$ cat config.mk
export PLATFORM = sky130hd
export DESIGN_NAME = apb_master_port
export DESIGN_NICKNAME = d
export VERILOG_FILES = /design/src/hw/apb_xbar_pkg.sv /design/src/hw/apb_master_port.sv
export SDC_FILE = /design/constraint.sdc
export NUM_CORES = 1
export LEC_CHECK = 0
export ABC_AREA = 1
export BUFFER_PORTS_ARGS = -buffer_cell sky130_fd_sc_hd__buf_2
export CORE_UTILIZATION = 30
export DETAILED_ROUTE_END_ITERATION = 6
export SYNTH_ARGS = -nofsm -noshare
export SYNTH_HDL_FRONTEND = slang
export SYNTH_SLANG_ARGS = --single-unit
$ cat constraint.sdc
create_clock -name aclk -period 3.7 [get_ports aclk]
set_clock_uncertainty 0.15 [all_clocks]
set_input_delay 0.555 -clock aclk [delete_from_list [all_inputs] [get_ports aclk]]
set_output_delay 0.555 -clock aclk [all_outputs]
set_load 0.05 [all_outputs]
$ cat src/hw/apb_xbar_pkg.sv
package apb_xbar_pkg;

    ////////////////////////////////////////////////////////////
    // bus widths

    localparam int addr_w = 32;
    localparam int data_w = 32;
    localparam int strb_w = data_w / 8;

    ////////////////////////////////////////////////////////////
    // transfer payloads

    // one APB transfer as seen by the switch
    typedef struct packed {
        logic              write;
        logic [2:0]        prot;  // passed through untouched
        logic [addr_w-1:0] addr;
        logic [data_w-1:0] wdata;
        logic [strb_w-1:0] strb;
    } apb_req_t;

    typedef struct packed {
        logic [data_w-1:0] rdata;
        logic              slverr;
    } apb_rsp_t;

    // decode window per slave, limit is inclusive
    typedef struct packed {
        logic              enable;
        logic [addr_w-1:0] base;
        logic [addr_w-1:0] limit;
    } addr_region_t;

    ////////////////////////////////////////////////////////////
    // FSM states

    typedef enum logic [1:0] {
        mst_idle,
        mst_wait_resp,  // request is with the switch
        mst_respond     // pready cycle
    } mst_state_e;

    typedef enum logic [1:0] {
        slv_idle,
        slv_setup,
        slv_access
    } slv_state_e;

endpackage
$ cat src/hw/apb_master_port.sv
`timescale 1ns/1ns

module apb_master_port #(
    parameter int n_slaves = 2
) (
    input  logic                                      aclk,
    input  logic                                      aresetn,
    input  logic                                      i_psel,
    input  logic                                      i_penable,
    input  logic                                      i_pwrite,
    input  logic [2:0]                                i_pprot,
    input  logic [apb_xbar_pkg::addr_w-1:0]           i_paddr,
    input  logic [apb_xbar_pkg::data_w-1:0]           i_pwdata,
    input  logic [apb_xbar_pkg::strb_w-1:0]           i_pstrb,
    input  apb_xbar_pkg::addr_region_t [n_slaves-1:0] i_regions,
    input  logic                                      i_done,
    input  apb_xbar_pkg::apb_rsp_t                    i_rsp,
    output logic                                      o_pready,
    output logic [apb_xbar_pkg::data_w-1:0]           o_prdata,
    output logic                                      o_pslverr,
    output logic                                      o_req_valid,
    output apb_xbar_pkg::apb_req_t                    o_req,
    output logic [n_slaves-1:0]                       o_slave_sel
);

    apb_xbar_pkg::mst_state_e state;
    apb_xbar_pkg::apb_rsp_t   rsp_q;
    logic [n_slaves-1:0]      hit_sel;
    logic                     hit;
    logic                     start;

    assign start = i_psel && i_penable && (state == apb_xbar_pkg::mst_idle);

    // lowest matching region wins
    always_comb begin
        hit_sel = '0;
        hit     = 1'b0;
        for (int s = 0; s < n_slaves; s++) begin
            if (!hit && i_regions[s].enable && (i_paddr >= i_regions[s].base)
                    && (i_paddr <= i_regions[s].limit)) begin
                hit_sel[s] = 1'b1;
                hit        = 1'b1;
            end
        end
    end

    always_ff @(posedge aclk or negedge aresetn) begin
        if (!aresetn) begin
            state       <= apb_xbar_pkg::mst_idle;
            o_req_valid <= 1'b0;
            o_slave_sel <= '0;
        end else begin
            case (state)
                apb_xbar_pkg::mst_idle: begin
                    if (start && hit) begin
                        o_req_valid <= 1'b1;
                        o_slave_sel <= hit_sel;
                        state       <= apb_xbar_pkg::mst_wait_resp;
                    end else if (start) begin
                        state <= apb_xbar_pkg::mst_respond;  // miss, answer locally
                    end
                end
                apb_xbar_pkg::mst_wait_resp: begin
                    if (i_done) begin
                        o_req_valid <= 1'b0;
                        state       <= apb_xbar_pkg::mst_respond;
                    end
                end
                default: state <= apb_xbar_pkg::mst_idle;
            endcase
        end
    end

    always_ff @(posedge aclk) begin
        if (start) begin
            o_req.write  <= i_pwrite;
            o_req.prot   <= i_pprot;
            o_req.addr   <= i_paddr;
            o_req.wdata  <= i_pwdata;
            o_req.strb   <= i_pstrb;
            rsp_q.rdata  <= '0;
            rsp_q.slverr <= !hit;  // replaced on a hit
        end else if (i_done && (state == apb_xbar_pkg::mst_wait_resp)) begin
            rsp_q <= i_rsp;
        end
    end

    assign o_pready  = (state == apb_xbar_pkg::mst_respond);
    assign o_prdata  = rsp_q.rdata;
    assign o_pslverr = rsp_q.slverr;

    a_sel_onehot0: assert property (@(posedge aclk) disable iff (!aresetn)
        $onehot0(o_slave_sel));

    // the switch only answers a transfer that is waiting for it
    a_done_owned: assert property (@(posedge aclk) disable iff (!aresetn)
        i_done |-> o_req_valid && (state == apb_xbar_pkg::mst_wait_resp));

endmodule

==> results.yml <==
cts:
  cts_buffers: 9
  clkSlewWorstSetupHoldPaths_ns: 0.09
  root_buffer: "clkbuf_16"
  ctsResizeCount: 0
  clock_path_buffers: 2
  htreeDepth: 3
  cts_hold_buf: 1
  cts_tree: "done"
  cts_setup_buffers: 0
  clock_latency_ns: 0.36
  clock-sinks: 110
floorplan:
  dieWidth_um: 154
  boundaryPins: 349
  start_util_pct: 30.6
  core_um2: 22600
  die_height_um: 154
  rows: 55
  die_area_um2: 23700
logic_synthesis:
  syn_area_per_cell_um2: 8.85
  syn_nets: 1151
  yosysTopAreaCell: "edfxtp_1"
  synth.top_cell.area_share_pct: 31.6
  ys_seq_elements: 110
  async_flop_share_pct: 4.55
  yosysWarnings: 0
  synth_area_leaders: "edfxtp_1 (32%), ha_1 (23%), inv_1 (10%)"
  yosysMostFrequentCell: "inv_1"
  synth_common_cells: "inv_1 (191), ha_1 (128), nand2_1 (123)"
  synth_edf_count: 73
  netlist_area_um2: 6930
  yosysSeqAreaShare_pct: 42.7
  synth_ff_type: "edfxtp_1"
  ys_types: 29
  syn-instance-count: 783
setup_path:
  required_ns: 3.61
  start_kind: "flip-flop"
  end_kind: "flip-flop"
  cp.arrival_ns: 2.31
  cp_max_fo: 33
  crit_type: "flip-flop to flip-flop"
sta:
  min_period_over_period_pct: 64.8
  slew_violations: 0
  fin_ws_ns: 1.30
  slew_headroom_pct: 42.2
  worst_slew_pin_slew_ns: 0.867
  max_freq_mhz: 417
  hold_viol_final: 0
  tns_ns: 0
  post-route-min-period_ns: 2.40
  holdWs_ns: 0.211
  rsz0062_at_grt: "no"
  finalSetupViolCount: 0
final_layout:
  fin_area_um2: 9370
  regArea_um2: 2960
  drive_gt1_share_pct: 33.0
  fin_cells: 1429
  n_fill_cell: 2302
  multi_input_area_um2: 3220
  area_delta_synth_final_pct: 35.2
  final_util_pct: 41.4
  finalNetCount: 1504
power:
  power.density_nw_per_um2: 408
  leakage_nw: 5.15
  total_power_mw: 3.82
  ir_drop_uv: 179
routing:
  vias: 6236
  firstDrtPassIters: 5
  wire_per_inst_um: 14.2
  vias_per_cell: 4.36
  drtAntennaViolNets: 0
  drc: 0
  routed_wl_um: 20200
  drt-initial-drc-count: 220
placement:
  port_buffers: 348
  place_hpwl_um: 16800
  place_ws_ns: 0.873
  gp_congestion: 0.806
  dpl_cell_area_um2: 9020
  place_inst: 1409
job:
  maxCapViolCount: 0
global_routing:
  grt_pass1_wl_um: 30800
  antenna_found_initial: 5
  grt_pass1_vias: 6016
  globalRoute.totalOverflow: 0
  grt.total_usage_pct: 17.0
  grt_max_degree: 65
hold_path:
  worstHoldPathType: "input pin to flip-flop"
run_status:
  outcome: "completed"
[final cells by class]
cell class | instances | area share, %
multi-input cells | 472 | 34.4
flip-flops and latches | 110 | 31.6
repair buffers | 352 | 18.9
inverters | 191 | 7.65
well taps | 285 | 3.81
clock buffers | 9 | 2.40
clock inverters | 7 | 1.17
diodes | 3 | 0.0801
[layer usage]
| layer | routed length (um) | up-vias | global-route usage (%) |
|---|---|---|---|
| met5 | 24 | - | 0 |
| met4 | 309 | 4 | 5.14 |
| met3 | 1420 | 23 | 4.31 |
| met2 | 9640 | 215 | 30.0 |
| met1 | 8840 | 2716 | 20.2 |
| li1 | - | 3278 | - |
[layout by cell type (no fill, tap or decap), drive strengths merged, types with 2 or more instances in the layout]
master,n
nand3,17
nand4,10
ha,128
o211ai,2
nor2,36
clkinv,3
dfxtp,32
nand2,124
clkbuf,9
edfxtp,73
diode,3
buf,351
o21ai,46
a21o,4
dfrtp,5
a21oi,89
nor3,6
o21a,5
inv,194
[worst paths after layout]
kind | start | to | slack, ns | depth (start not counted)
min reg2reg | o_prdata[9] | o_prdata[9] | 0.29 | 2
max in group asynchronous | aresetn | o_slave_sel[0] | 2.84 | 2
max reg2reg | state[0] | o_pslverr | 1.30 | 3
min in group asynchronous | aresetn | state[0] | 0.42 | 2
max | state[0] | o_pslverr | 1.30 | 3
min | i_pwdata[8] | o_req[12] | 0.21 | 1
[power breakdown]
group	switching [mW]	internal, mW	total [mW]
logic	0.855	0.360	1.21
registers	0.0558	1.45	1.51
clock network	0.542	0.557	1.10
total	1.45	2.37	3.82
[cells by family after synthesis]
family	Yosys count	synth area share, %
buffers and inverters	201	10.9
AND/OR/NAND/NOR	196	12.2
AO/OA/AOI/OAI	148	11.1
adder cells (fa/ha/maj)	128	23.1
flip-flops	110	42.7
[worst max-delay path, cell delays in order (launching register included)]
cell     delay (ns)
dfrtp_1        0.45
nor3_4         0.62
inv_1          0.62
nand2_1        0.24
[flip-flops by register name, indices dropped and copies added (netlist names)]
name         count
o_req           72
o_prdata        32
o_slave_sel      2
state            2
o_pslverr        1
o_req_valid      1
Power figures use the tool's default switching activity.
