$ cat config.mk
export PLATFORM = sky130hd
export DESIGN_NAME = apb_slave_port
export DESIGN_NICKNAME = d
export VERILOG_FILES = /design/src/hw/apb_xbar_pkg.sv /design/src/hw/apb_slave_port.sv
export SDC_FILE = /design/constraint.sdc
export NUM_CORES = 1
export LEC_CHECK = 0
export ABC_AREA = 1
export BUFFER_PORTS_ARGS = -buffer_cell sky130_fd_sc_hd__clkbuf_2
export CAP_MARGIN = 10
export CORE_UTILIZATION = 41
export DETAILED_ROUTE_END_ITERATION = 10
export PLACE_DENSITY = 0.75
export SLEW_MARGIN = 30
export SYNTH_ARGS = -nofsm -noshare
export SYNTH_HDL_FRONTEND = slang
export SYNTH_SLANG_ARGS = --single-unit
$ cat constraint.sdc
create_clock -name aclk -period 4.95 [get_ports aclk]
set_input_delay 0.99 -clock aclk [delete_from_list [all_inputs] [get_ports aclk]]
set_output_delay 0.99 -clock aclk [all_outputs]
set_load 0.005 [all_outputs]
$ cat src/hw/apb_xbar_pkg.sv
package apb_xbar_pkg;

    ////////////////////////////////////////////////////////////
    // bus widths

    localparam int addr_w = 32;
    localparam int data_w = 32;
    localparam int strb_w = data_w / 8;

    ////////////////////////////////////////////////////////////
    // transfer payloads

    // one APB transfer as seen by the switch
    typedef struct packed {
        logic              write;
        logic [2:0]        prot;  // passed through untouched
        logic [addr_w-1:0] addr;
        logic [data_w-1:0] wdata;
        logic [strb_w-1:0] strb;
    } apb_req_t;

    typedef struct packed {
        logic [data_w-1:0] rdata;
        logic              slverr;
    } apb_rsp_t;

    // decode window per slave, limit is inclusive
    typedef struct packed {
        logic              enable;
        logic [addr_w-1:0] base;
        logic [addr_w-1:0] limit;
    } addr_region_t;

    ////////////////////////////////////////////////////////////
    // FSM states

    typedef enum logic [1:0] {
        mst_idle,
        mst_wait_resp,  // request is with the switch
        mst_respond     // pready cycle
    } mst_state_e;

    typedef enum logic [1:0] {
        slv_idle,
        slv_setup,
        slv_access
    } slv_state_e;

endpackage
$ cat src/hw/apb_slave_port.sv
`timescale 1ns/1ns

module apb_slave_port (
    input  logic                            aclk,
    input  logic                            aresetn,
    input  logic                            i_req_valid,
    input  apb_xbar_pkg::apb_req_t          i_req,
    input  logic                            i_pready,
    input  logic [apb_xbar_pkg::data_w-1:0] i_prdata,
    input  logic                            i_pslverr,
    output logic                            o_done,
    output apb_xbar_pkg::apb_rsp_t          o_rsp,
    output logic                            o_psel,
    output logic                            o_penable,
    output logic                            o_pwrite,
    output logic [2:0]                      o_pprot,
    output logic [apb_xbar_pkg::addr_w-1:0] o_paddr,
    output logic [apb_xbar_pkg::data_w-1:0] o_pwdata,
    output logic [apb_xbar_pkg::strb_w-1:0] o_pstrb
);

    apb_xbar_pkg::slv_state_e state;
    apb_xbar_pkg::apb_req_t   req_q;
    logic                     start;

    // the grant is still up during the done cycle, so skip it
    assign start = i_req_valid && !o_done && (state == apb_xbar_pkg::slv_idle);

    always_ff @(posedge aclk or negedge aresetn) begin
        if (!aresetn) begin
            state  <= apb_xbar_pkg::slv_idle;
            o_done <= 1'b0;
        end else begin
            o_done <= 1'b0;
            case (state)
                apb_xbar_pkg::slv_idle:  if (start) state <= apb_xbar_pkg::slv_setup;
                apb_xbar_pkg::slv_setup: state <= apb_xbar_pkg::slv_access;
                apb_xbar_pkg::slv_access: begin
                    if (i_pready) begin
                        o_done <= 1'b1;
                        state  <= apb_xbar_pkg::slv_idle;
                    end
                end
                default: state <= apb_xbar_pkg::slv_idle;
            endcase
        end
    end

    always_ff @(posedge aclk) begin
        if (start) req_q <= i_req;
        if (i_pready && (state == apb_xbar_pkg::slv_access)) begin
            o_rsp.rdata  <= i_prdata;
            o_rsp.slverr <= i_pslverr;
        end
    end

    ////////////////////////////////////////////////////////////
    // APB requester outputs

    assign o_psel    = (state != apb_xbar_pkg::slv_idle);
    assign o_penable = (state == apb_xbar_pkg::slv_access);
    assign o_pwrite  = req_q.write;
    assign o_pprot   = req_q.prot;
    assign o_paddr   = req_q.addr;
    assign o_pwdata  = req_q.wdata;
    assign o_pstrb   = req_q.strb;

    // access phase only inside a live grant
    a_penable_psel: assert property (@(posedge aclk) disable iff (!aresetn)
        o_penable |-> o_psel && i_req_valid);

    // granted request holds still until done
    a_req_stable: assert property (@(posedge aclk) disable iff (!aresetn)
        i_req_valid && !o_done |=> i_req_valid && $stable(i_req));

endmodule

==> impl_metrics.yaml <==
sta:
  finalCritPeriodShare_pct: 41.6
  drv_slew: 0
  hold_viol_final: 0
  unrepaired_setup_endpoints_after_global_routing: "no"
  clock_skew_ps: 8.39
  timing.slew.headroom_pct: 68.0
  setup-violations-final: 0
  fin_crit_ps: 2060
  tightest_slew_ps: 480
  fin_setup_tns_ps: 0
  maxClockFrequency_mhz: 486
  timing.hold.ws_ps: 401
global_routing:
  grt_antenna_before_repair: 0
  pin_count_of_the_biggest_net_entering_global_routing: 35
  overflow: 0
  grt.total_usage_pct: 16.8
  first_global_vias: 2014
  global_route_wire_length_before_repair_mm: 10.2
yosys:
  number_of_enable_type_register_cells_in_the_synthesized_netlist: 105
  synthDominantCellAreaShare_pct: 96.0
  most_common_flop_cell_mapped_by_yosys: "sky130_fd_sc_hd__edfxtp_1"
  ys_types: 8
  post_synth_most_frequent_cells: "105 x sky130_fd_sc_hd__edfxtp_1, 4 x sky130_fd_sc_hd__nand2_1, 3 x sky130_fd_sc_hd__dfrtp_1, 3 x sky130_fd_sc_hd__inv_1, 3 x sky130_fd_sc_hd__nor2_1"
  synth-seq-cells: 108
  post_synth_net_total: 231
  most_used_standard_cell_by_instance_count_after_synthesis: "sky130_fd_sc_hd__edfxtp_1"
  synthesis.yosys.warnings: 0
  synth_area_mm2: 0.00328
  synth-async-reset-ratio_pct: 2.78
  yosys.area.top_type: "sky130_fd_sc_hd__edfxtp_1"
  synth.yosys.seq_area_share_pct: 98.3
  post_synth.cell_area_avg_um2: 26.9
  main_area_contributors_after_synthesis: "sky130_fd_sc_hd__edfxtp_1 96%, sky130_fd_sc_hd__dfrtp_1 2.3%, sky130_fd_sc_hd__nand2_1 0.46%"
  post_synthesis_instance_total: 122
cells_and_area:
  final-instance-count-excl-fill: 460
  antenna_cells_inserted: 0
  final_core_util_pct: 61.4
  nNetsFinal: 462
  fillCellCount: 584
  final_cell_area_mm2: 0.00475
  area_delta_synth_final_pct: 44.6
  share_of_post_route_cells_with_drive_strength_above_1_pct: 67.0
run_status:
  status: "finished clean"
worst_setup_path:
  critPathLaunchType: "input port"
  required_ps: 5000
  worstPathCellList: "clkbuf_2 -> nand2_1 -> nor2_4 -> buf_16 -> buf_4"
  crit-reg2reg-launch: "o_done"
  critical_path_peak_fanout: 27
  timing.critical_path.slowest_stage_cell: "sky130_fd_sc_hd__nor2_4"
  regToRegSetupSlack_ps: 3160
  cp_data_arrival_time_ps: 2110
  endpoint_kind: "flop"
  slowest_delay_ps: 420
  worst-r2r-cell-count: 5
  timing_worst_setup_path_type: "in2reg"
  reg2reg_to: "o_paddr[17]"
placement:
  dpl_cell_area_mm2: 0.00455
  hpwl_mm: 5.57
  placed_cells: 444
  gp_congestion: 0.749
  port_buffers: 216
min_path:
  hp-class: "in2async"
clock_tree:
  cts_inserted_buffers: 9
  cts.reportedPaths.clkPinSlew_ps: 100
  clockRootBuffer: "sky130_fd_sc_hd__clkbuf_8"
  cts_tree: "yes"
  cts.repair_timing.setup_buffer_count: 0
  post_cts_resize_count: 0
  clkLatencyLatePin_ps: 360
  ctsHtreeMaxLevel: 3
  cts-hold-fix-buffers: 0
  clock_sink_count: 108
  max-clock-path-buffers: 2
die:
  boundaryPins: 217
  area_inside_the_core_boundary_mm2: 0.00773
  die-height_um: 91.5
  num_rows: 32
  floorplan.die.width_um: 91.5
  floorplan.die_area_mm2: 0.00837
  starting_utilization_of_the_core_area_pct: 42.5
route:
  antenna_left: 0
  vias_per_cell: 4.46
  route.met2.wl_mm: 3.55
  dr.max_layer_used: "met4"
  first_pass_detailed_route_iteration_total: 4
  routed_wl_mm: 7.04
  wl_met3_um: 836
  detail_route.wl_per_cell_um: 15.3
  met1Wirelength_mm: 2.50
  vias_after_detailed_routing: 2051
  drt_first_iter_violations: 80
  drc: 0
pwr:
  ir_worst_vdd_uv: 200
  powerDensity_mw_per_mm2: 457
  p_leak_uw: 0.00208
flow_run:
  drv_cap: 0
## where the power goes
part           leakage [µW]  switching, µW  internal [µW]  total (µW)
registers           0.00102           48.4           1230        1280
clock network     0.0000982            307            197         504
logic              0.000970            220            167         386
total               0.00208            575           1600        2170
## worst max path at each step
stage                      from           end  slack [ps]  cells past startpoint
CTS                    state[0]     o_penable        2870                      4
global route        i_req_valid  o_pwdata[16]        2800                      5
floorplan           i_req_valid    o_paddr[0]         380                      2
detailed placement  i_req_valid  o_pwdata[13]        2500                      5
global placement    i_req_valid  o_pwdata[13]        2220                      4
finish              i_req_valid   o_paddr[17]        2890                      5
## logic make-up after synthesis
kind of cell | synth area share (%)
buffers and inverters | 0.571
flip-flops | 98.3
AND/OR/NAND/NOR | 1.14
## flip-flops by register name, indices dropped and copies added (netlist names)
register / flops
o_pwdata: 32
o_done: 1
o_pwrite: 1
state: 2
o_rsp: 33
o_paddr: 32
o_pprot: 3
o_pstrb: 4
## worst max-delay path, delay by kind of cell
family | cells | cell delay, ps
buf+inv | 3 | 610
simple gates | 2 | 510
## layout by cell type (no fill, tap or decap)
master,n
sky130_fd_sc_hd__buf_16,1
sky130_fd_sc_hd__buf_4,3
sky130_fd_sc_hd__clkbuf_2,216
sky130_fd_sc_hd__clkbuf_8,9
sky130_fd_sc_hd__clkinv_1,1
sky130_fd_sc_hd__clkinv_8,2
sky130_fd_sc_hd__dfrtp_1,3
sky130_fd_sc_hd__edfxtp_1,105
sky130_fd_sc_hd__inv_1,3
sky130_fd_sc_hd__inv_2,2
sky130_fd_sc_hd__inv_6,4
sky130_fd_sc_hd__nand2_1,4
sky130_fd_sc_hd__nand2_2,1
sky130_fd_sc_hd__nand3_1,1
sky130_fd_sc_hd__nor2_1,1
sky130_fd_sc_hd__nor2_2,1
sky130_fd_sc_hd__nor2_4,1
## layout make-up
cell class | count | area [µm²] | area share (%)
Multi-Input combinational cell | 9 | 47.5 | 1.00
Timing Repair Buffer | 220 | 1130 | 23.8
Tap cell | 102 | 128 | 2.69
Clock buffer | 9 | 124 | 2.61
Inverter | 5 | 18.8 | 0.395
Sequential cell | 108 | 3230 | 68.0
Clock inverter | 7 | 71.3 | 1.50
## through the flow
stage | total power (µW) | setup slack, ps
3_5_place_dp | 1700 | 2500
6_report | 2170 | 2890
5_1_grt | 2270 | 2800
4_1_cts | 2200 | 2870
3_3_place_gp | 1660 | 2220
2_1_floorplan | 1430 | 384
## metal layers
metal | GRT usage [%] | up-vias
met5 | 0 | -
met4 | 8.47 | 0
met3 | 6.11 | 14
met2 | 28.3 | 153
met1 | 18.8 | 947
li1 | - | 937
Power figures use the tool's default switching activity.
